**config.mk**
```make
export PLATFORM = sky130hd
export DESIGN_NAME = fdc_image_geometry
export DESIGN_NICKNAME = d
export VERILOG_FILES = /design/src/fdd_pkg.sv /design/src/fdc_image_geometry.sv
export SDC_FILE = /design/constraint.sdc
export NUM_CORES = 1
export LEC_CHECK = 0
export ABC_AREA = 1
export BUFFER_PORTS_ARGS = -buffer_cell sky130_fd_sc_hd__clkbuf_2
export CORE_MARGIN = 10
export CORE_UTILIZATION = 55
export CTS_BUF_LIST = sky130_fd_sc_hd__clkbuf_16
export DETAILED_ROUTE_END_ITERATION = 12
export PLACE_DENSITY = 0.84
export SLEW_MARGIN = 15
export SYNTH_ARGS = -nofsm -noshare
export SYNTH_HDL_FRONTEND = slang
export SYNTH_SLANG_ARGS = --single-unit
```
**constraint.sdc**
```tcl
create_clock -name cpu_bus -period 15.35 [get_ports cpu_bus]
set_input_delay 3.07 -clock cpu_bus [delete_from_list [all_inputs] [get_ports cpu_bus]]
set_output_delay 3.07 -clock cpu_bus [all_outputs]
set_load 0.02 [all_outputs]
```
**src/fdd_pkg.sv**
```systemverilog
package fdd_pkg;

   // board types on the expansion bus.
   typedef enum logic [7:0] {
      DEV_NONE   = 8'h00,
      DEV_VY0010 = 8'h10,
      DEV_RAM    = 8'h20,
      DEV_PRINT  = 8'h30
   } dev_typ_e;

   typedef struct packed {
      dev_typ_e   typ;
      logic [3:0] num;
   } device_sel_t;

   typedef struct packed {
      logic [13:0] addr;
      logic [7:0]  data;
      logic        rd;
      logic        wr;
   } cpu_req_t;

   // mounted is a single-cycle pulse from the SD host.
   typedef struct packed {
      logic        mounted;
      logic        readonly;
      logic [31:0] size;
   } image_info_t;

   typedef struct packed {
      logic [31:0] lba;
      logic        rd;
      logic        wr;
      logic [7:0]  buff_data;
   } sd_req_t;

   typedef struct packed {
      logic       ack;
      logic [8:0] buff_addr;
      logic [7:0] buff_data;
      logic       buff_wr;
   } sd_rsp_t;

   typedef struct packed {
      logic [1:0] addr;
      logic       cmd_wr;
      logic       track_wr;
      logic       sector_wr;
      logic       data_wr;
      logic       data_rd;
      logic       status_rd;
      logic [7:0] wdata;
   } fdc_reg_acc_t;

   typedef enum logic [1:0] {
      CMD_RESTORE,
      CMD_SEEK,
      CMD_READ,
      CMD_WRITE
   } fdc_cmd_e;

   // type1 view after restore and seek, type2 view after read and write.
   typedef union packed {
      struct packed {
         logic not_ready;
         logic wprot;
         logic head_loaded;
         logic seek_err;
         logic crc_err;
         logic track0;
         logic index;
         logic busy;
      } type1;
      struct packed {
         logic not_ready;
         logic wprot;
         logic rec_type;
         logic rnf;
         logic crc_err;
         logic lost_data;
         logic drq;
         logic busy;
      } type2;
   } fdc_status_u;

   localparam int unsigned SECTORS_PER_TRACK = 9;
   localparam int unsigned TRACK_COUNT       = 80;
   localparam int unsigned SECTOR_BYTES      = 512;
   localparam logic [31:0] SINGLE_SIDE_LIMIT = 32'h0005_A000;

   localparam logic [13:0] WD_BASE_ADDR   = 14'h3FF8;
   localparam logic [13:0] SIDE_REG_ADDR  = 14'h3FFC;
   localparam logic [13:0] DRIVE_REG_ADDR = 14'h3FFD;
   localparam logic [13:0] UNUSED_ADDR    = 14'h3FFE;
   localparam logic [13:0] STATUS_ADDR    = 14'h3FFF;

endpackage

```
**src/fdc_image_geometry.sv**
```systemverilog
`timescale 1ns/10ps

module fdc_image_geometry (
   input  logic                 cpu_bus,
   input  logic                 rst,
   input  fdd_pkg::image_info_t image_info,
   input  logic [7:0]           track,
   input  logic [7:0]           sector,
   input  logic                 side,
   output logic                 mounted,
   output logic                 readonly,
   output logic [31:0]          lba,
   output logic                 rec_ok
);
   import fdd_pkg::*;

   logic        double_sided;
   logic [31:0] image_size;
   logic [31:0] track_index;

   always_ff @(posedge cpu_bus) begin
      if (rst) begin
         mounted      <= 1'b0;
         readonly     <= 1'b0;
         double_sided <= 1'b0;
      end else if (image_info.mounted) begin
         // an empty image counts as no disk.
         mounted      <= (image_info.size != 32'd0);
         readonly     <= image_info.readonly;
         double_sided <= (image_info.size > SINGLE_SIDE_LIMIT);
      end
   end

   always_ff @(posedge cpu_bus) begin
      if (image_info.mounted)
         image_size <= image_info.size;
   end

   // double-sided images interleave the two sides track by track.
   always_comb begin
      track_index = double_sided ? {23'd0, track, side} : {24'd0, track};
      lba         = track_index * SECTORS_PER_TRACK + {24'd0, sector} - 32'd1;
      rec_ok      = (sector >= 8'd1) && (sector <= 8'(SECTORS_PER_TRACK)) &&
                    (track < 8'(TRACK_COUNT)) && ({lba, 9'd0} < {9'd0, image_size});
   end

endmodule

```
After elaboration in Yosys (flattened, before gate mapping) --
Cells that the tools add are included.
Storage, ports and cells: flip-flop bits (word level) 35, output and inout bits 35
Operators by class: add/subtract/negate cells 2, multiply operators 1, order comparisons 5, muxes and demuxes 1, reduce and logical (&&, ||, !) cells 4
Operator list (number):
- less-than comparator 41 x 32 -> 1 bit | 1
- > comparator 32 x 19 -> 1 bit (second input constant) | 1
- nonzero test 32 bit | 1
- subtractor 14 x 1 -> 15 bit (second input constant) | 1
- adder 13 x 8 -> 14 bit | 1
- multiplier 9 x 4 -> 13 bit (second input constant) | 1
- two-way mux 9 bit | 1
- >= comparator 8 x 1 -> 1 bit (second input constant) | 1
- less-or-equal comparator 8 x 4 -> 1 bit (second input constant) | 1
- less-than comparator 8 x 7 -> 1 bit (second input constant) | 1
- logical AND 1 bit | 3

Depth between registers and ports, before layout --
depth after elaboration 6, gate-level depth with buffers 32

Least setup slack after synthesis --
No wires, ideal clock.
path kind input to output, start point input port track[7], end point output port rec_ok, arrival time 7.269 ns, path slack 5.011 ns, stages on the path 24, path through o21ai_0 inv_1 ha_1 fa_1 inv_1 fa_1 inv_1 ha_1 nand2_1 nor3_1 a21oi_1 o21ai_1 nand2_1 a21oi_1 nor2_1 xnor2_1 ha_1 a21oi_1 nand2_1 nand2_1 nand2_1 nand2_1 nand2_1 a21oi_2
On the way: longest elaborated chain between the ends 6
RTL lines:
- start: declaration | line fdc_image_geometry.sv:7 | input logic [7:0] track,
- two-way mux 9 bit | line fdc_image_geometry.sv:41 | track_index = double_sided ? {23'd0, track, side} : {24'd0, track};
- multiplier 9 x 4 -> 13 bit | line fdc_image_geometry.sv:42 | lba = track_index * SECTORS_PER_TRACK + {24'd0, sector} - 32'd1;
- adder 13 x 8 -> 14 bit | line fdc_image_geometry.sv:42
- subtractor 14 x 1 -> 15 bit | line fdc_image_geometry.sv:42
- net lba[13] | line fdc_image_geometry.sv:12 | output logic [31:0] lba,
- less-than comparator 41 x 32 -> 1 bit | line fdc_image_geometry.sv:44 | (track < 8'(TRACK_COUNT)) && ({lba, 9'd0} < {9'd0, image_size});
- logical AND 1 bit | line fdc_image_geometry.sv:44
- end: declaration | line fdc_image_geometry.sv:13 | output logic rec_ok
The timed path passes the listed nets, and every way through them passes these cells.

Worst setup path after layout --
start point input port track[7], end point output port rec_ok
On the way: longest elaborated chain between the ends 6
RTL lines (line):
- two-way mux 9 bit | fdc_image_geometry.sv:41
- multiplier 9 x 4 -> 13 bit | fdc_image_geometry.sv:42
- adder 13 x 8 -> 14 bit | fdc_image_geometry.sv:42
- subtractor 14 x 1 -> 15 bit | fdc_image_geometry.sv:42
- less-than comparator 41 x 32 -> 1 bit | fdc_image_geometry.sv:44
- logical AND 1 bit * | fdc_image_geometry.sv:44
Mark *: on every way between the ends. The rest lies on a longest branch, timed or not.

==> flow_summary.json <==
{
  "status": "complete, no violations",
  "setup_viol": 0,
  "syn_nets": 491,
  "cts_tree": "yes",
  "slew_headroom_pct": 46.1,
  "cts.path.max_buffers": 2,
  "regToRegSetupSlack_ns": 14.18,
  "diodes": 0,
  "grt_remaining_overflow": 0,
  "dieWidth_microns": 97.4,
  "initial_core_util_pct": 56.3,
  "cts_setup_buffers": 0,
  "hp-start": "readonly",
  "synth.area.top_cells": "edfxtp_1 29%, ha_1 17%, inv_1 11%",
  "ys_ff_latch": 35,
  "antenna_left": 0,
  "worst_setup_path_start_kind": "input pin",
  "drt_iter0_drc": 77,
  "period_share_pct": 69.8,
  "grt_pass1_vias": 2748,
  "grt_first_pass_wirelength_microns": 11600,
  "htree_num_levels": 2,
  "post-route-drc-count": 0,
  "grt_max_degree": 37,
  "setup.worst_path.class": "input pin to primary output",
  "grt.total_usage_pct": 14.3,
  "area_growth_pct": 15.9,
  "holdPathStages": 2,
  "max_freq_ghz": 0.0933,
  "crit_start": "track[7]",
  "row_count": 28,
  "hold_viol": 0,
  "synth_seq_area_share_pct": 31.0,
  "dieArea_sq_mm": 0.00949,
  "postSynthCellCount": 378,
  "syn_area_per_cell_sq_um": 8.72,
  "drv_cap": 0,
  "vias_per_cell": 4.84,
  "wl_met2_microns": 3150,
  "ctsRootBufferMaster": "clkbuf_16",
  "worst_pin_slew_ns": 0.809,
  "numCtsBuffers": 5,
  "antenna_found_initial": 0,
  "period_minus_slack_ns": 10.71,
  "post_cts_resized": 0,
  "synth.distinct_cells": 39,
  "vdd_drop_max_mv": 0.145,
  "drt_wl_total_microns": 6700,
  "whs_ns": 0.510,
  "critPathArrivalTime_ns": 7.64,
  "ctsHoldBuffers": 0,
  "final_util_pct": 65.3,
  "p_per_area_mw_per_mm2": 153,
  "wire_per_inst_microns": 12.7,
  "cp_slowest_cell": "fa_1",
  "finalMaxSlewViolations": 0,
  "reg2reg_to": "double_sided",
  "met1_length_microns": 2830,
  "crit_fanout": 5,
  "fillers": 497,
  "endpoint_kind": "primary output",
  "vias": 2559,
  "pin_count": 88,
  "cp.required_ns": 12.28,
  "first_pass_iters": 4,
  "ys_warn_count": 0,
  "skew_ns": 0,
  "synth_top_area_share_pct": 29.2,
  "routed-wl-met3_microns": 548,
  "critPathMaxStageDelay_ns": 0.53,
  "dieHeight_microns": 97.4,
  "p_leak_nw": 2.06,
  "hold_path_end": "readonly",
  "drive_above_1_share_pct": 26.4,
  "ff2ff_path_depth": 2,
  "worstSkewPairLatency_ns": 0.27,
  "port_buffers": 87,
  "tns_ns": 0,
  "gp_congestion": 0.877,
  "reg2reg_from": "double_sided",
  "core_area_sq_mm": 0.00585,
  "yosysTopAreaCell": "edfxtp_1",
  "clk_pin_slew_worst_paths_ns": 0.05,
  "top_layer": "met4",
  "rsz0062_at_grt": "no",
  "hpwlAfterDp_microns": 5840,
  "fin_nets": 566,
  "crit_top_cell": "nand2_1",
  "hp-class": "register to register",
  "clkSinkCount": 35,
  "synth_area_sq_mm": 0.00329
}
layout by cell type (no fill, tap or decap), drive strengths merged, types with 3 or more instances in the layout:
cell	n
nor4	9
edfxtp	32
dfxtp	3
a21oi	19
nor2	27
nand3	10
fa	14
clkbuf	92
ha	46
nor3	6
nand2	58
xnor2	5
o21ai	16
inv	98
xor2	5
logic make-up (layout without fill, tap and decap cells):
family | count (synthesis) | in the layout | synth area share (%)
adders and majority gates | 60 | 60 | 26.0
and+or+nand+nor | 116 | 116 | 17.7
buffers and inverters | 115 | 191 | 15.3
xor gates and xnor gates | 10 | 10 | 2.66
DFF | 35 | 35 | 31.0
AOI/OAI and AO/OA | 42 | 42 | 7.41
power breakdown:
part	switching, mW	total, mW	internal [mW]
sequential	0.00324	0.116	0.112
clock	0.0334	0.0918	0.0584
combinational	0.241	0.377	0.136
total	0.277	0.585	0.307
synthesized netlist by cell type (all sizes together):
cell and count:
and3 1, buf 18, nor4 9, nor2 27
a31oi 2, nand3b 2, a21oi 19, edfxtp 32
clkbuf 1, or2 1, xnor2 5, inv 96
nor3 6, a21o 1, o21bai 1, dfxtp 3
nand3 10, and2 1, fa 14, a211oi 2
o21a 1, nand4 1, nand2 58, xor2 5
ha 46, o21ai 16
worst max-delay path, delay by kind of cell:
| family | cells | cell delay (ns) |
|---|---|---|
| simple gates | 9 | 0.63 |
| xor+xnor | 1 | 0.28 |
| compound gates | 6 | 1.12 |
| buf+inv | 5 | 0.55 |
| fa+ha+maj | 5 | 1.99 |
through the flow:
step / cells / power [mW] / cell area, sq um / setup slack, ns
after floorplan: 378 / 0.401 / 3290 / 5.01
after global placement: 521 / 0.485 / 3680 / 4.70
after detailed placement: 521 / 0.495 / 3680 / 4.69
after CTS: 529 / 0.590 / 3820 / 4.64
after global routing: 529 / 0.641 / 3820 / 4.24
final: 529 / 0.585 / 3820 / 4.64
how the worst max path moves through the flow:
stage             end  slack (ns)
3_3_place_gp   rec_ok        4.70
5_1_grt        rec_ok        4.24
2_1_floorplan  rec_ok        5.01
6_report       rec_ok        4.64
3_5_place_dp   rec_ok        4.69
4_1_cts        rec_ok        4.64
cell type report:
type	instances	area, sq um	share of cell area, %
multi-input combinational	228	1770	46.4
sequential	35	1020	26.7
timing repair buffer	87	435	11.4
inverter	96	360	9.44
clock buffer	5	125	3.28
tap	75	93.8	2.46
clock inverter	3	12.5	0.328
sequential cells by signal, indices dropped and copies added (netlist names):
signal,cells
readonly,1
double_sided,1
image_size,32
mounted,1
routing by layer:
layer,global-route usage [%],vias up
met1,16.5,1117
met4,5.37,0
met2,24.3,88
li1,-,1341
met3,4.13,13
met5,0,-
Power figures use the tool's default switching activity.
