<file path="src/fdd_pkg.sv">
package fdd_pkg;

   // board types on the expansion bus.
   typedef enum logic [7:0] {
      DEV_NONE   = 8'h00,
      DEV_VY0010 = 8'h10,
      DEV_RAM    = 8'h20,
      DEV_PRINT  = 8'h30
   } dev_typ_e;

   typedef struct packed {
      dev_typ_e   typ;
      logic [3:0] num;
   } device_sel_t;

   typedef struct packed {
      logic [13:0] addr;
      logic [7:0]  data;
      logic        rd;
      logic        wr;
   } cpu_req_t;

   // mounted is a single-cycle pulse from the SD host.
   typedef struct packed {
      logic        mounted;
      logic        readonly;
      logic [31:0] size;
   } image_info_t;

   typedef struct packed {
      logic [31:0] lba;
      logic        rd;
      logic        wr;
      logic [7:0]  buff_data;
   } sd_req_t;

   typedef struct packed {
      logic       ack;
      logic [8:0] buff_addr;
      logic [7:0] buff_data;
      logic       buff_wr;
   } sd_rsp_t;

   typedef struct packed {
      logic [1:0] addr;
      logic       cmd_wr;
      logic       track_wr;
      logic       sector_wr;
      logic       data_wr;
      logic       data_rd;
      logic       status_rd;
      logic [7:0] wdata;
   } fdc_reg_acc_t;

   typedef enum logic [1:0] {
      CMD_RESTORE,
      CMD_SEEK,
      CMD_READ,
      CMD_WRITE
   } fdc_cmd_e;

   // type1 view after restore and seek, type2 view after read and write.
   typedef union packed {
      struct packed {
         logic not_ready;
         logic wprot;
         logic head_loaded;
         logic seek_err;
         logic crc_err;
         logic track0;
         logic index;
         logic busy;
      } type1;
      struct packed {
         logic not_ready;
         logic wprot;
         logic rec_type;
         logic rnf;
         logic crc_err;
         logic lost_data;
         logic drq;
         logic busy;
      } type2;
   } fdc_status_u;

   localparam int unsigned SECTORS_PER_TRACK = 9;
   localparam int unsigned TRACK_COUNT       = 80;
   localparam int unsigned SECTOR_BYTES      = 512;
   localparam logic [31:0] SINGLE_SIDE_LIMIT = 32'h0005_A000;

   localparam logic [13:0] WD_BASE_ADDR   = 14'h3FF8;
   localparam logic [13:0] SIDE_REG_ADDR  = 14'h3FFC;
   localparam logic [13:0] DRIVE_REG_ADDR = 14'h3FFD;
   localparam logic [13:0] UNUSED_ADDR    = 14'h3FFE;
   localparam logic [13:0] STATUS_ADDR    = 14'h3FFF;

endpackage

</file>
<file path="src/fdc_host_port.sv">
`timescale 1ns/10ps

module fdc_host_port (
   input  logic                  cpu_bus,
   input  logic                  rst,
   input  fdd_pkg::device_sel_t  dev_sel,
   input  fdd_pkg::cpu_req_t     cpu_req,
   input  logic                  mounted,
   input  logic [7:0]            fdc_dout,
   input  logic                  drq,
   input  logic                  intrq,
   output fdd_pkg::fdc_reg_acc_t reg_acc,
   output logic                  side,
   output logic                  fdd_ready,
   output logic [7:0]            data,
   output logic                  output_rq
);
   import fdd_pkg::*;

   logic       cs;
   logic       wd_hit;
   logic       side_hit;
   logic       drive_hit;
   logic       unused_hit;
   logic       status_hit;
   logic [7:0] side_reg;
   logic [7:0] drive_reg;

   // only the first board of this type answers.
   assign cs         = (dev_sel.typ == DEV_VY0010) && (dev_sel.num == 4'd0);
   assign wd_hit     = cs && (cpu_req.addr[13:2] == WD_BASE_ADDR[13:2]);
   assign side_hit   = cs && (cpu_req.addr == SIDE_REG_ADDR);
   assign drive_hit  = cs && (cpu_req.addr == DRIVE_REG_ADDR);
   assign unused_hit = cs && (cpu_req.addr == UNUSED_ADDR);
   assign status_hit = cs && (cpu_req.addr == STATUS_ADDR);

   always_ff @(posedge cpu_bus) begin
      if (rst) begin
         side_reg  <= 8'h00;
         drive_reg <= 8'h00;
      end else begin
         if (side_hit && cpu_req.wr)
            side_reg <= cpu_req.data;
         if (drive_hit && cpu_req.wr)
            drive_reg <= cpu_req.data;
      end
   end

   assign side      = side_reg[0];
   // bit 7 is the motor, bit 0 picks the second drive.
   assign fdd_ready = mounted && drive_reg[7] && !drive_reg[0];

   always_comb begin
      reg_acc           = '0;
      reg_acc.addr      = cpu_req.addr[1:0];
      reg_acc.wdata     = cpu_req.data;
      reg_acc.cmd_wr    = wd_hit && cpu_req.wr && (cpu_req.addr[1:0] == 2'd0);
      reg_acc.track_wr  = wd_hit && cpu_req.wr && (cpu_req.addr[1:0] == 2'd1);
      reg_acc.sector_wr = wd_hit && cpu_req.wr && (cpu_req.addr[1:0] == 2'd2);
      reg_acc.data_wr   = wd_hit && cpu_req.wr && (cpu_req.addr[1:0] == 2'd3);
      reg_acc.data_rd   = wd_hit && cpu_req.rd && (cpu_req.addr[1:0] == 2'd3);
      reg_acc.status_rd = wd_hit && cpu_req.rd && (cpu_req.addr[1:0] == 2'd0);
   end

   always_comb begin
      output_rq = cs && cpu_req.rd &&
                  (wd_hit || side_hit || drive_hit || unused_hit || status_hit);
      if (status_hit)
         data = {~drq, ~intrq, 6'b111111};
      else if (side_hit)
         data = side_reg;
      else if (drive_hit)
         data = drive_reg & 8'hFB;
      else if (wd_hit)
         data = fdc_dout;
      else
         data = 8'hFF;
   end

   assert property (@(posedge cpu_bus) disable iff (rst) !(cpu_req.rd && cpu_req.wr));

endmodule

</file>
<file path="config.mk">
export PLATFORM = sky130hd
export DESIGN_NAME = fdc_host_port
export DESIGN_NICKNAME = d
export VERILOG_FILES = /design/src/fdd_pkg.sv /design/src/fdc_host_port.sv
export SDC_FILE = /design/constraint.sdc
export NUM_CORES = 1
export LEC_CHECK = 0
export ABC_AREA = 1
export BUFFER_PORTS_ARGS = -buffer_cell sky130_fd_sc_hd__buf_2
export CAP_MARGIN = 20
export CORE_MARGIN = 10
export CORE_UTILIZATION = 30
export CTS_CLUSTER_SIZE = 30
export DETAILED_ROUTE_END_ITERATION = 10
export GPL_TIMING_DRIVEN = 0
export PLACE_DENSITY = 0.6
export SLEW_MARGIN = 40
export SYNTH_ARGS = -nofsm -noshare
export SYNTH_HDL_FRONTEND = slang
export SYNTH_SLANG_ARGS = --single-unit
export TNS_END_PERCENT = 10
</file>
<file path="constraint.sdc">
create_clock -name cpu_bus -period 2.36 [get_ports cpu_bus]
set_input_delay 0.118 -clock cpu_bus [delete_from_list [all_inputs] [get_ports cpu_bus]]
set_output_delay 0.118 -clock cpu_bus [all_outputs]
set_load 0.02 [all_outputs]
</file>
---- Word level (Yosys, flattened, before mapping) ----
Cells that the tools add are included.
word-level totals
  memory bits (read-only) ................. 0
  output and inout bits ................... 27
  bits in latches ......................... 0
  memories kept ........................... 0
  register bits after elaboration ......... 16
  bits in writable memories ............... 0
operators by class
  shift operators ......................... 0
  multipliers ............................. 0
  reduce and logical (&&, ||, !) cells .... 27
  div/mod/pow operators ................... 0
  bitwise gates (word level) .............. 2
  muxes and demuxes ....................... 4
  order comparisons ....................... 0
  equality and inequality tests ........... 9
  add/sub/neg operators ................... 0
operators by type and width
  cell                    count
  $eq A14 B14 Y1 const B  4
  $mux W8                 4
  $logic_and A1 B1 Y1     20
  $eq A12 B12 Y1 const B  1
  $eq A8 B5 Y1 const B    1
  $eq A2 B2 Y1 const B    2
  $logic_not A4 Y1        1
  $logic_or A1 B1 Y1      4
  $eq A2 B1 Y1 const B    1
  $logic_not A2 Y1        1
  $not A1 Y1              2
  $logic_not A1 Y1        1

---- Logic depth before layout (Yosys ltp) ----
  depth after elaboration ................. 8
  gate-level depth with buffers ........... 10

---- Worst setup path before layout ----
OpenSTA, ideal clock, no wires.
  path kind ............................... in2out
  start ................................... in cpu_req[15] (netlist name)
  end ..................................... out reg_acc[11] (netlist name)
  stages .................................. 6
  buffers on the path ..................... 0
  arrival time ............................ 1,249 ps
  data required time ...................... 2,242 ps
  slack ................................... 993 ps
  cells stage by stage .................... nand2_1 nor2_4 nand3b_1 nor2_1 nand3_1 nor3_1
RTL lines
  item                RTL line             RTL
  start: declaration  fdc_host_port.sv:7   input fdd_pkg::cpu_req_t cpu_req,
  end: declaration    fdc_host_port.sv:12  output fdd_pkg::fdc_reg_acc_t reg_acc,

---- Worst setup path in the final report ----
  start ................................... in cpu_req[19] (netlist name)
  end ..................................... out output_rq
on the way
  cells in the longest elaborated chain, start to end .. 7
ends and longest elaborated chain
  item                                              RTL line                                  RTL
  $eq A14 B14 Y1 or $eq A12 B12 Y1 (tied branches)  fdc_host_port.sv:32, fdc_host_port.sv:31
  $logic_and A1 B1 Y1, on equally long branches     fdc_host_port.sv:32, fdc_host_port.sv:31
  $logic_or A1 B1 Y1 (3 in series)                  fdc_host_port.sv:67                       (wd_hit || side_hit || drive_hit || unused_hit || status_hit);
  $logic_or A1 B1 Y1 *                              fdc_host_port.sv:67
  $logic_and A1 B1 Y1 *                             fdc_host_port.sv:66                       output_rq = cs && cpu_req.rd &&
  end: declaration                                  fdc_host_port.sv:16                       output logic output_rq
Every way passes the cells marked *; elsewhere a longest branch is shown, timed or not.

==> run_results.csv <==
group,metric,value,unit
floorplanning,die_y,83.34,um
floorplanning,fp.dieArea,0.006946,mm2
global_route,grt_overflow_total,0,
logic_synthesis,netlist_area,0.001204,mm2
logic_synthesis,synthAdderAreaFrac,0,
floorplanning,initial_core_util,0.3192,
place,hpwl,3494,um
sta,tightest_slew,0.5228,ns
clock_tree,cts-root-buf,"clkbuf_8",
critical_path,start_kind,"input pin",
logic_synthesis,yosysTopAreaCell,"dfxtp_1",
sta,period_share,0.6949,
floorplanning,ioPinCount,76,
power,p_int,424.8,uW
logic_synthesis,synth.yosys.seq_area_share,0.2495,
final_layout,nFillCells,406,
final_layout,n_antenna_cell,0,
run,drv_cap,0,
final_layout,largest_reg_flops,8,
final_layout,drive_gt1_frac,0.4038,
final_layout,multiInputGateArea,745.7,um2
logic_synthesis,synthMuxAreaShare,0,
logic_synthesis,synth.net_count,237,
critical_path,endpoint_kind,"primary output",
final_layout,design_area,0.001674,mm2
critical_path,critical_path_required,2.24,ns
global_route,grt_pass1_wl,6879,um
logic_synthesis,synth_ff_type,"dfxtp_1",
logic_synthesis,ys_types,23,
logic_synthesis,synth_top_family_by_area,"simple AND/OR/NAND/NOR gates",
power,p_leak,0.0007825,uW
place,place_area,0.001629,mm2
final_layout,finish.utilization,0.4439,
logic_synthesis,synth-edff-count,0,
clock_tree,cts-root-to-sink-buffers,2,
floorplanning,placementRows,22,
sta,hold_violations,0,
critical_path,crit_arrival,1.52,ns
final_layout,syn_to_final_growth,39.09,%
logic_synthesis,synth_area_per_cell,6.402,um2
route,route.detailed.drc,0,
logic_synthesis,synthTopCellsByArea,"dfxtp_1 (25%), nor2_1 (9.7%), nand2_1 (9.0%)",
route,routedWlPerCell,13.58,um
route,drt-initial-drc-count,60,
place,portBuffers,73,
route,routed_wl,4251,um
sta,setup_viol_count_final,0,
global_route,grt_pass1_vias,1494,
global_route,grt_max_degree,11,
clock_tree,cts_tree,"built",
clock_tree,clkTransAtPathRegs,0.06,ns
power,peakVddDrop,0.2735,mV
sta,fin_skew,0,ns
sta,hold_ws,0.1034,ns
sta,relSlewSlack,0.6502,
clock_tree,cts_resized,0,
clock_tree,htreeDepth,1,
clock_tree,cts_sinks,15,
worst_hold_path,hold_class,"input pin to flip-flop",
sta,maxSlewViolCount,0,
clock_tree,insertion_delay,0.25,ns
power,pwr-share-clk,0.369,
route,ant_nets,0,
power,powerDensity,345.9,mW/mm2
sta,fmax,0.6098,GHz
sta,rsz0062_at_grt,"no",
power,pwr-share-seq,0.437,
logic_synthesis,synth-xor-area-share,0,
global_route,antenna_found_initial,0,
global_route,grt_use_total,0.1150,
route,vias_per_cell,4.728,
floorplanning,fp.coreArea,0.003771,mm2
run_status,outcome,"completed",
final_layout,fin_nets,315,
logic_synthesis,synth_compound_area_frac,0.1435,
logic_synthesis,synth_top_area_frac,0.2495,
critical_path,worstSetupPathType,"input pin to primary output",
logic_synthesis,synthesis.instances,188,
clock_tree,cts_setup_buffers,0,
logic_synthesis,ys_ff_latch,15,
sta,tns,0,ns
power,swShare,0.2665,
floorplanning,dieWidth,83.34,um
power,combPwrFrac,0.194,
critical_path,crit_fanout,8,
clock_tree,cts_made_buffers,3,
logic_synthesis,ys_async_sr_fraction,0,
power,p_sw,154.4,uW
route,dr.pass1.iters,4,
final_layout,final-seq-area,300.3,um2
sta,period_minus_slack,1.640,ns
place,globalplace.congestion,0.8177,
logic_synthesis,synthSimpleGateAreaFrac,0.4761,
route,route.vias.total,1480,
logic_synthesis,yosysWarningCount,0,
clock_tree,cts-hold-fix-buffers,0,
==> metrics by stage <==
step,setup WS [ns],total power [uW],instances
6_report,0.7200,579.1,313
3_3_place_gp,0.6931,371.3,309
2_1_floorplan,0.9926,312.3,188
4_1_cts,0.7070,585.9,313
3_5_place_dp,0.7199,371.8,309
5_1_grt,0.5440,601.0,313
==> worst paths after layout <==
kind	from	end	slack (ns)	depth (start not counted)
max reg2reg	side_reg[0]	side_reg[0]	1.71	2
min	cpu_req[4]	side_reg[2]	0.10	3
max	cpu_req[19]	output_rq	0.72	8
min reg2reg	drive_reg[3]	drive_reg[3]	0.47	2
==> critical path, cell delays in order <==
cell     delay [ns]
buf_2          0.07
nand2_1        0.05
nor2_2         0.14
nand2_1        0.14
nor2_1         0.44
o21ai_1        0.17
a21oi_1        0.18
buf_2          0.19
==> cell families (layout without fill, tap and decap cells) <==
logic type	after synthesis	count (layout)
DFF	15	15
buffers and inverters	32	109
and+or+nand+nor	109	109
AOI/OAI and AO/OA	32	32
==> synthesized netlist by cell type, types with 3 or more instances <==
library cell,count
a21oi_1,16
buf_4,10
dfxtp_1,15
inv_1,16
inv_2,4
nand2_1,29
nand2_2,3
nand3_1,8
nand3_2,3
nand3b_1,7
nand4_1,10
nor2_1,31
nor2_2,7
nor3_1,5
o211ai_1,5
o21ai_0,10
==> per-layer routing <==
layer	share of wire	vias up	wire, um	track usage
met5	0	-	0	0
met4	0.0087	0	37	0.03231
met3	0.089	4	378	0.03906
met2	0.41	67	1745	0.1697
met1	0.49	637	2090	0.1529
li1	-	772	-	-
==> cell usage in the layout, fill, tap and decap left out <==
cell and n:
buf_1 1, nor3_1 5, nor2_8 1, buf_2 73, nor2_1 31, clkbuf_1 2, nand3_2 3, clkbuf_8 3
nor3b_1 2, o211ai_1 5, inv_1 16, dfxtp_1 15, buf_4 10, nor2_4 2, inv_2 4, nand4_1 10
nand3b_1 7, nand2_2 3, o21ai_1 1, nor2_2 7, nand2_1 29, nand3_4 1, nand3_1 8, a21oi_1 16
o21ai_0 10
==> area by class of cell <==
class / count / area share
flip-flops and latches: 15 / 0.1794
plain buffers: 12 / 0.04933
multi-input cells: 141 / 0.4454
clock buffers: 4 / 0.02691
inverters: 20 / 0.04484
repair buffers: 73 / 0.2182
well taps: 48 / 0.03587
==> power groups by stage <==
stage	sequential, uW	clock [uW]	combinational, uW
3_5_place_dp	259	0	113
2_1_floorplan	259	0	53.5
3_3_place_gp	259	0	112
4_1_cts	253	219	114
6_report	253	214	112
5_1_grt	253	224	124
No activity file was read; power rests on OpenSTA's default activity.
