===== src/fdd_pkg.sv =====
package fdd_pkg;

   // board types on the expansion bus.
   typedef enum logic [7:0] {
      DEV_NONE   = 8'h00,
      DEV_VY0010 = 8'h10,
      DEV_RAM    = 8'h20,
      DEV_PRINT  = 8'h30
   } dev_typ_e;

   typedef struct packed {
      dev_typ_e   typ;
      logic [3:0] num;
   } device_sel_t;

   typedef struct packed {
      logic [13:0] addr;
      logic [7:0]  data;
      logic        rd;
      logic        wr;
   } cpu_req_t;

   // mounted is a single-cycle pulse from the SD host.
   typedef struct packed {
      logic        mounted;
      logic        readonly;
      logic [31:0] size;
   } image_info_t;

   typedef struct packed {
      logic [31:0] lba;
      logic        rd;
      logic        wr;
      logic [7:0]  buff_data;
   } sd_req_t;

   typedef struct packed {
      logic       ack;
      logic [8:0] buff_addr;
      logic [7:0] buff_data;
      logic       buff_wr;
   } sd_rsp_t;

   typedef struct packed {
      logic [1:0] addr;
      logic       cmd_wr;
      logic       track_wr;
      logic       sector_wr;
      logic       data_wr;
      logic       data_rd;
      logic       status_rd;
      logic [7:0] wdata;
   } fdc_reg_acc_t;

   typedef enum logic [1:0] {
      CMD_RESTORE,
      CMD_SEEK,
      CMD_READ,
      CMD_WRITE
   } fdc_cmd_e;

   // type1 view after restore and seek, type2 view after read and write.
   typedef union packed {
      struct packed {
         logic not_ready;
         logic wprot;
         logic head_loaded;
         logic seek_err;
         logic crc_err;
         logic track0;
         logic index;
         logic busy;
      } type1;
      struct packed {
         logic not_ready;
         logic wprot;
         logic rec_type;
         logic rnf;
         logic crc_err;
         logic lost_data;
         logic drq;
         logic busy;
      } type2;
   } fdc_status_u;

   localparam int unsigned SECTORS_PER_TRACK = 9;
   localparam int unsigned TRACK_COUNT       = 80;
   localparam int unsigned SECTOR_BYTES      = 512;
   localparam logic [31:0] SINGLE_SIDE_LIMIT = 32'h0005_A000;

   localparam logic [13:0] WD_BASE_ADDR   = 14'h3FF8;
   localparam logic [13:0] SIDE_REG_ADDR  = 14'h3FFC;
   localparam logic [13:0] DRIVE_REG_ADDR = 14'h3FFD;
   localparam logic [13:0] UNUSED_ADDR    = 14'h3FFE;
   localparam logic [13:0] STATUS_ADDR    = 14'h3FFF;

endpackage


===== src/fdc_command_ctrl.sv =====
`timescale 1ns/10ps

module fdc_command_ctrl (
   input  logic                  cpu_bus,
   input  logic                  rst,
   input  fdd_pkg::fdc_reg_acc_t reg_acc,
   input  logic                  fdd_ready,
   input  logic [31:0]           lba,
   input  logic                  rec_ok,
   input  logic                  readonly,
   input  fdd_pkg::sd_rsp_t      sd_rsp,
   input  logic [7:0]            buf_rdata,
   output logic [7:0]            track,
   output logic [7:0]            sector,
   output logic [7:0]            fdc_dout,
   output logic                  drq,
   output logic                  intrq,
   output logic [8:0]            buf_addr,
   output logic [7:0]            buf_wdata,
   output logic                  buf_we,
   output fdd_pkg::sd_req_t      sd_req_ctl
);
   import fdd_pkg::*;

   typedef enum logic [2:0] {
      ST_IDLE, ST_CHECK, ST_SD_WAIT, ST_SD_XFER, ST_HOST_XFER, ST_DONE
   } state_e;

   state_e      state;
   fdc_cmd_e    cmd_q;
   fdc_cmd_e    cmd_new;
   logic        cmd_valid;
   fdc_status_u status_q;
   fdc_status_u status_out;
   logic        type2_view;
   logic        busy;
   logic        sd_rd;
   logic        sd_wr;
   logic [7:0]  data_q;
   logic [8:0]  byte_cnt;
   logic [31:0] lba_q;
   logic        reading;
   logic        host_strobe;
   logic        last_byte;

   always_comb begin
      cmd_valid = 1'b1;
      cmd_new   = CMD_RESTORE;
      case (reg_acc.wdata[7:4])
         4'h0:    cmd_new = CMD_RESTORE;
         4'h1:    cmd_new = CMD_SEEK;
         4'h8:    cmd_new = CMD_READ;
         4'hA:    cmd_new = CMD_WRITE;
         default: cmd_valid = 1'b0;
      endcase
   end

   assign reading     = (state == ST_HOST_XFER) && (cmd_q == CMD_READ);
   assign host_strobe = (cmd_q == CMD_READ) ? reg_acc.data_rd : reg_acc.data_wr;
   assign last_byte   = (byte_cnt == 9'(SECTOR_BYTES - 1));
   assign buf_addr    = byte_cnt;
   assign buf_wdata   = reg_acc.wdata;
   assign buf_we      = (state == ST_HOST_XFER) && (cmd_q == CMD_WRITE) && reg_acc.data_wr;
   assign sd_req_ctl  = '{lba: lba_q, rd: sd_rd, wr: sd_wr, buff_data: 8'h00};

   // live bits are merged into the stored status word.
   always_comb begin
      status_out = status_q;
      if (type2_view)
         status_out.type2.drq = drq;
      else
         status_out.type1.track0 = (track == 8'd0);
      status_out.type1.busy = busy;
   end

   always_comb begin
      case (reg_acc.addr)
         2'd0:    fdc_dout = status_out;
         2'd1:    fdc_dout = track;
         2'd2:    fdc_dout = sector;
         default: fdc_dout = reading ? buf_rdata : data_q;
      endcase
   end

   always_ff @(posedge cpu_bus) begin
      if (state == ST_CHECK)
         lba_q <= lba;
   end

   always_ff @(posedge cpu_bus) begin
      if (rst) begin
         state      <= ST_IDLE;
         cmd_q      <= CMD_RESTORE;
         status_q   <= '0;
         type2_view <= 1'b0;
         busy       <= 1'b0;
         drq        <= 1'b0;
         intrq      <= 1'b0;
         sd_rd      <= 1'b0;
         sd_wr      <= 1'b0;
         track      <= 8'd0;
         sector     <= 8'd1;
         data_q     <= 8'd0;
         byte_cnt   <= 9'd0;
      end else begin
         if (reg_acc.track_wr && !busy)
            track <= reg_acc.wdata;
         if (reg_acc.sector_wr && !busy)
            sector <= reg_acc.wdata;
         if (reg_acc.data_wr)
            data_q <= reg_acc.wdata;
         if (reg_acc.status_rd || reg_acc.cmd_wr)
            intrq <= 1'b0;

         case (state)
            ST_IDLE: begin
               if (reg_acc.cmd_wr && cmd_valid) begin
                  cmd_q      <= cmd_new;
                  busy       <= 1'b1;
                  status_q   <= '0;
                  type2_view <= (cmd_new == CMD_READ) || (cmd_new == CMD_WRITE);
                  state      <= ST_CHECK;
               end
            end
            ST_CHECK: begin
               byte_cnt <= 9'd0;
               if (!type2_view) begin
                  status_q.type1.not_ready <= !fdd_ready;
                  track <= (cmd_q == CMD_RESTORE) ? 8'd0 : data_q;
                  state <= ST_DONE;
               end else if (!fdd_ready) begin
                  status_q.type2.not_ready <= 1'b1;
                  state <= ST_DONE;
               end else if (!rec_ok) begin
                  status_q.type2.rnf <= 1'b1;
                  state <= ST_DONE;
               end else if (cmd_q == CMD_WRITE && readonly) begin
                  status_q.type2.wprot <= 1'b1;
                  state <= ST_DONE;
               end else if (cmd_q == CMD_READ) begin
                  sd_rd <= 1'b1;
                  state <= ST_SD_WAIT;
               end else begin
                  drq   <= 1'b1;
                  state <= ST_HOST_XFER;
               end
            end
            ST_SD_WAIT: begin
               if (sd_rsp.ack) begin
                  sd_rd <= 1'b0;
                  sd_wr <= 1'b0;
                  state <= ST_SD_XFER;
               end
            end
            ST_SD_XFER: begin
               // falling ack closes the block transfer.
               if (!sd_rsp.ack) begin
                  if (cmd_q == CMD_READ) begin
                     drq   <= 1'b1;
                     state <= ST_HOST_XFER;
                  end else begin
                     state <= ST_DONE;
                  end
               end
            end
            ST_HOST_XFER: begin
               if (host_strobe) begin
                  byte_cnt <= byte_cnt + 9'd1;
                  if (cmd_q == CMD_READ)
                     data_q <= buf_rdata;
                  if (last_byte) begin
                     drq <= 1'b0;
                     if (cmd_q == CMD_READ) begin
                        busy  <= 1'b0;
                        intrq <= 1'b1;
                        state <= ST_IDLE;
                     end else begin
                        sd_wr <= 1'b1;
                        state <= ST_SD_WAIT;
                     end
                  end
               end
            end
            ST_DONE: begin
               busy  <= 1'b0;
               drq   <= 1'b0;
               intrq <= 1'b1;
               state <= ST_IDLE;
            end
            default: state <= ST_IDLE;
         endcase
      end
   end

   assert property (@(posedge cpu_bus) disable iff (rst) !(sd_rd && sd_wr));
   assert property (@(posedge cpu_bus) disable iff (rst) drq |-> busy);

endmodule


===== config.mk =====
export PLATFORM = sky130hd
export DESIGN_NAME = fdc_command_ctrl
export DESIGN_NICKNAME = d
export VERILOG_FILES = /design/src/fdd_pkg.sv /design/src/fdc_command_ctrl.sv
export SDC_FILE = /design/constraint.sdc
export NUM_CORES = 1
export LEC_CHECK = 0
export ABC_AREA = 1
export BUFFER_PORTS_ARGS = -buffer_cell sky130_fd_sc_hd__buf_2
export CAP_MARGIN = 20
export CORE_ASPECT_RATIO = 1.75
export CORE_UTILIZATION = 40
export CTS_CLUSTER_SIZE = 16
export DETAILED_ROUTE_END_ITERATION = 12
export PLACE_DENSITY_LB_ADDON = 0.15
export SLEW_MARGIN = 20
export SYNTH_ARGS = -nofsm -noshare
export SYNTH_HDL_FRONTEND = slang
export SYNTH_SLANG_ARGS = --single-unit

===== constraint.sdc =====
create_clock -name cpu_bus -period 1.8 [get_ports cpu_bus]
set_input_delay 0.18 -clock cpu_bus [delete_from_list [all_inputs] [get_ports cpu_bus]]
set_output_delay 0.18 -clock cpu_bus [all_outputs]
set_load 0.05 [all_outputs]

* Word level (Yosys, flattened, before mapping)
Cells that the tools add are included.
Storage, ports and cells: register bits 79, input bits 80, output and inout bits 86
Cells by class: $add $sub $neg 1, equal/unequal tests 32, mux-type cells 71, reductions and logical operators 33
Operators with widths (count):
- two-way mux 8 bit | 10
- two-way mux 1 bit | 38
- two-way mux 3 bit | 10
- != test 2 bit, second input constant | 13
- case mux 8 bit (3 select lines) | 1
- AND reduction 5 bit | 4
- case mux 9 bit (2 select lines) | 1
- case mux 3 bit (5 select lines) | 1
- == test 2 bit, second input constant | 5
- AND reduction 10 bit | 1
- adder 9 x 1 -> 9 bit, second input constant | 1
- == test 9 bit, second input constant | 1
- two-way mux 9 bit | 1
- == test 4 bit, second input constant | 2
- logical NOT 8 bit | 1
- case mux 1 bit (2 select lines) | 4
- nonzero test 2 bit | 4
- logical AND 1 bit | 7
- AND reduction 7 bit | 1
- == test 3 x 2 -> 1 bit, second input constant | 2
- == test 3 bit, second input constant | 2
- != test 2 x 1 -> 1 bit, second input constant | 3
- case mux 2 bit (3 select lines) | 1
- AND reduction 6 bit | 1
- other kinds (18) | 22

* Longest topological paths before layout
word-level depth 7, depth in mapped cells 12

* Least setup slack after synthesis
OpenSTA, ideal clock, no wires.
path kind register to output, start point register cmd_q[1], end point output fdc_dout[7], arrival 2103 ps, required time 1620 ps, setup slack -483 ps, stages on the path, launching flop included 9, path through dfxtp_1 -> buf_4 -> inv_1 -> nor2_2 -> nand2_4 -> buf_6 -> nand2_1 -> o21ai_1 -> o21ai_0
Between the ends: longest elaborated chain between the ends 4
Ends and longest elaborated chain:
- start, declared | line fdc_command_ctrl.sv:30 | fdc_cmd_e cmd_q;
- start signal, assigned | line fdc_command_ctrl.sv:118 | cmd_q <= cmd_new;
- == test 2 bit | line fdc_command_ctrl.sv:58 | assign reading = (state == ST_HOST_XFER) && (cmd_q == CMD_READ);
- logical AND 1 bit | line fdc_command_ctrl.sv:58
- two-way mux 8 bit | line fdc_command_ctrl.sv:81 | default: fdc_dout = reading ? buf_rdata : data_q;
- case mux 8 bit (3 select lines) | line fdc_command_ctrl.sv:77 | case (reg_acc.addr)
- end, declared | line fdc_command_ctrl.sv:15 | output logic [7:0] fdc_dout,
Every way passes these cells.

* Worst setup path in the final report
start point register state[1], end point output fdc_dout[5]
Between the ends: longest elaborated chain between the ends 4
Ends and longest elaborated chain:
- start, declared | line fdc_command_ctrl.sv:29 | state_e state;
- start signal, assigned | line fdc_command_ctrl.sv:92 | state <= ST_IDLE;
- start signal, assigned | line fdc_command_ctrl.sv:122 | state <= ST_CHECK;
- start signal, assigned | line fdc_command_ctrl.sv:130 | state <= ST_DONE;
- == test 3 bit | line fdc_command_ctrl.sv:58
- logical AND 1 bit | line fdc_command_ctrl.sv:58
- two-way mux 8 bit | line fdc_command_ctrl.sv:81
- case mux 8 bit (3 select lines) | line fdc_command_ctrl.sv:77
Every way passes these cells.

==> metrics <==
First DRT Iteration DRCs=164; DRT Pass-1 Iters=5; via count=3721; Yosys top cell by area=edfxtp_1; largest family of logic cells by synthesized area=simple AND/OR/NAND/NOR gates; Synth Area in Compound Gates=14.24%; vias in the first global route=3568; Total GRT Usage=23.01%; Hold WC Path Type=in -> reg; cell family with most CP delay=simple AND/OR/NAND/NOR gates; worst path cell trace=inv_2 -> nand2_4 -> nor2_8 -> nand2_8 -> a21oi_2 -> o21ai_1 -> o211ai_1 -> buf_4; PwrDens=1030 nW/um^2; Worst Path Required=1.62 ns; Die W=75.55 um; Clock Path Buffers=2; Worst EP arrival=1.63 ns; CTS Sinks=78; register bit total from synthesis=78; Worst-Skew Late Latency=0.33 ns; Post-synth EDFFs=32; Final WS setup=-0.009899 ns; share of post-route cells with drive strength above 1=35.52%; pre-CTS setup slack=0.04414 ns; total core area=9151 sq um; synth top area cells=edfxtp_1 (25%), dfxtp_1 (24%), nand2_1 (8.2%); VDD IR max=0.7371 mV; failing checks=negative setup slack; ys flop type=dfxtp_1; IO Pins=166; Initial Utilization=41.37%; endpoints failing setup=2; slowest stage cell, crit path=dfxtp_2; die area=9874 sq um; RSZ-0062 raised after global routing=true; YS warnings=0; CTS Buf Count=9; antenna violations before repair=0; max frequency=552.5 MHz; Worst setup SP type=flop; gr ovfl total=0; Routed Wire Length=10810 um; Post-Synth Adder-Cell Area=0.6609%; status=finished, violations left; P&R area growth vs syn=35.49%; clock skew=0.007417 ns; CP bufs+invs=2; ANT cells=0; syn_area_per_cell=8.073 sq um; GP Congestion=0.8815; CP max FO=6; kind of critical path=reg -> out; wire per inst=14.51 um; Setup TNS=-0.01442 ns; Final Cycle Share=100.5%; Remaining DRCs=0; Max Transition Viols Final=0; H-tree depth=3; max_cap viols=0; TritonCTS clock tree=yes; NumNets Final=702; CP endpoint kind=output port; Reg clk slew, reported paths=0.06 ns; Pleak=2.405 nW; Synth top cells by count=nand2_1 (83), nor2_1 (55), inv_1 (49); XOR/XNOR Fraction of Synth Area=0.6940%; DR vias/cell=4.995; Die H=130.7 um; post-DP HPWL=8159 um; largest net degree at the start of global routing=34; Netlist cell types=35; Filler cells=854; root buffer cell=clkbuf_16; final hold vios=0; sequential area share after synthesis=49.70%; first-pass GRT wire length=16790 um; port bufs=139; top-count cell post-synth=nand2_1; slowest stage delay, CP=0.32 ns; Yosys top cell area share=25.38%; synthesized cell area=3786 sq um; Synth Instances=469; Fin Hold WS=0.02207 ns; Routed Antenna Nets=0; mux cell area share after synthesis=0%; post-synthesis simple-gate area fraction=23.20%; post-synthesis async set-or-reset flop share=0%; # rows=46; final period demand of the worst path=1.810 ns
worst paths after layout:
path                            cells after the start     endpoint         from  slack (ns)
worst max-delay path                                8  fdc_dout[5]     state[1]       -0.01
worst min-delay path                                1    lba_q[15]      lba[15]        0.02
worst max register to register                     11     state[0]  buf_addr[0]        0.13
worst min register to register                      2        sd_wr        sd_wr        0.44
cells by family after synthesis:
group           Yosys count
buf+inv                  87
simple gates            198
flops                    78
other cells               1
fa+ha+maj                 2
xor+xnor                  3
compound gates          100
final cells by class:
class | count | area (sq um) | share of cell area [%]
Timing Repair Buffer | 165 | 962.2 | 18.76
Clock inverter | 7 | 80.08 | 1.561
Tap cell | 120 | 150.1 | 2.927
Multi-Input combinational cell | 313 | 1615 | 31.49
Sequential cell | 78 | 1898 | 37.00
Clock buffer | 9 | 225.2 | 4.390
Inverter | 53 | 198.9 | 3.878
state kept, by name, summed over array words and instances (netlist names):
name / cells
buf_addr: 9
sd_rd: 1
status_q: 3
lba_q: 32
track: 8
cmd_q: 2
sd_wr: 1
intrq: 1
data_q: 8
sector: 8
busy: 1
drq: 1
state: 3
report_power, final:
| group | switching [mW] | internal, mW |
|---|---|---|
| logic | 0.998 | 0.353 |
| registers | 0.0828 | 2.00 |
| clock network | 0.755 | 1.10 |
routing by layer:
metal / track usage (%) / share of wire [%]
met3: 5.828 / 5.4
met2: 40.81 / 54
met5: 0 / 0
met4: 12.42 / 2.6
met1: 24.17 / 38
metrics by stage:
step                      std cells  utilization (%)  total power [mW]  instance area [sq um]
after floorplan                 476                -             3.079                   3844
final                           745            56.06             5.282                   5130
after global routing            745            56.06             5.528                   5130
after CTS                       741            55.05             5.316                   5037
after global placement          721            50.48             3.407                   4619
after detailed placement        721            50.48             3.416                   4619
cell usage in the layout (no fill, tap or decap), types with 2 or more instances in the layout:
cell type	count
dfxtp_2	7
nand2_1	81
o21ai_2	7
buf_12	2
o21ai_0	38
clkbuf_16	9
nor2_1	55
buf_6	5
o22ai_1	2
o211a_1	2
o21ai_1	5
conb_1	8
inv_6	3
edfxtp_1	32
buf_4	25
nor2_4	2
nand2_4	4
nor3_2	2
inv_2	5
a21oi_2	2
a21oi_1	35
inv_1	47
nand3_2	4
a221oi_1	2
dlygate4sd3_1	2
nand4_1	9
a31oi_1	2
nand2_2	3
nand3b_1	2
o211ai_1	4
dfxtp_4	2
dfxtp_1	37
nor3_1	11
xor2_1	3
buf_2	130
nand3_1	24
worst register-to-register path: stages (launching register included):
cell and delay (ns):
dfxtp_4 0.36, ha_4 0.14, nand2_2 0.06, inv_2 0.06, nand3_2 0.09, nor3_2 0.17, ha_2 0.21, nand3_2 0.09
nand2_4 0.12, nand2_1 0.08, nor2_1 0.11, a21oi_1 0.07
timing repair:
item	CTS	global route
endpoints found under the setup margin	8	15
resized for setup	26	16
endpoints found under the hold margin	0	2
gates cloned	2	0
pin swaps	5	8
hold buffers	0	2
buffers inserted	2	2
Note: power is estimated with default switching activity, not from simulation.
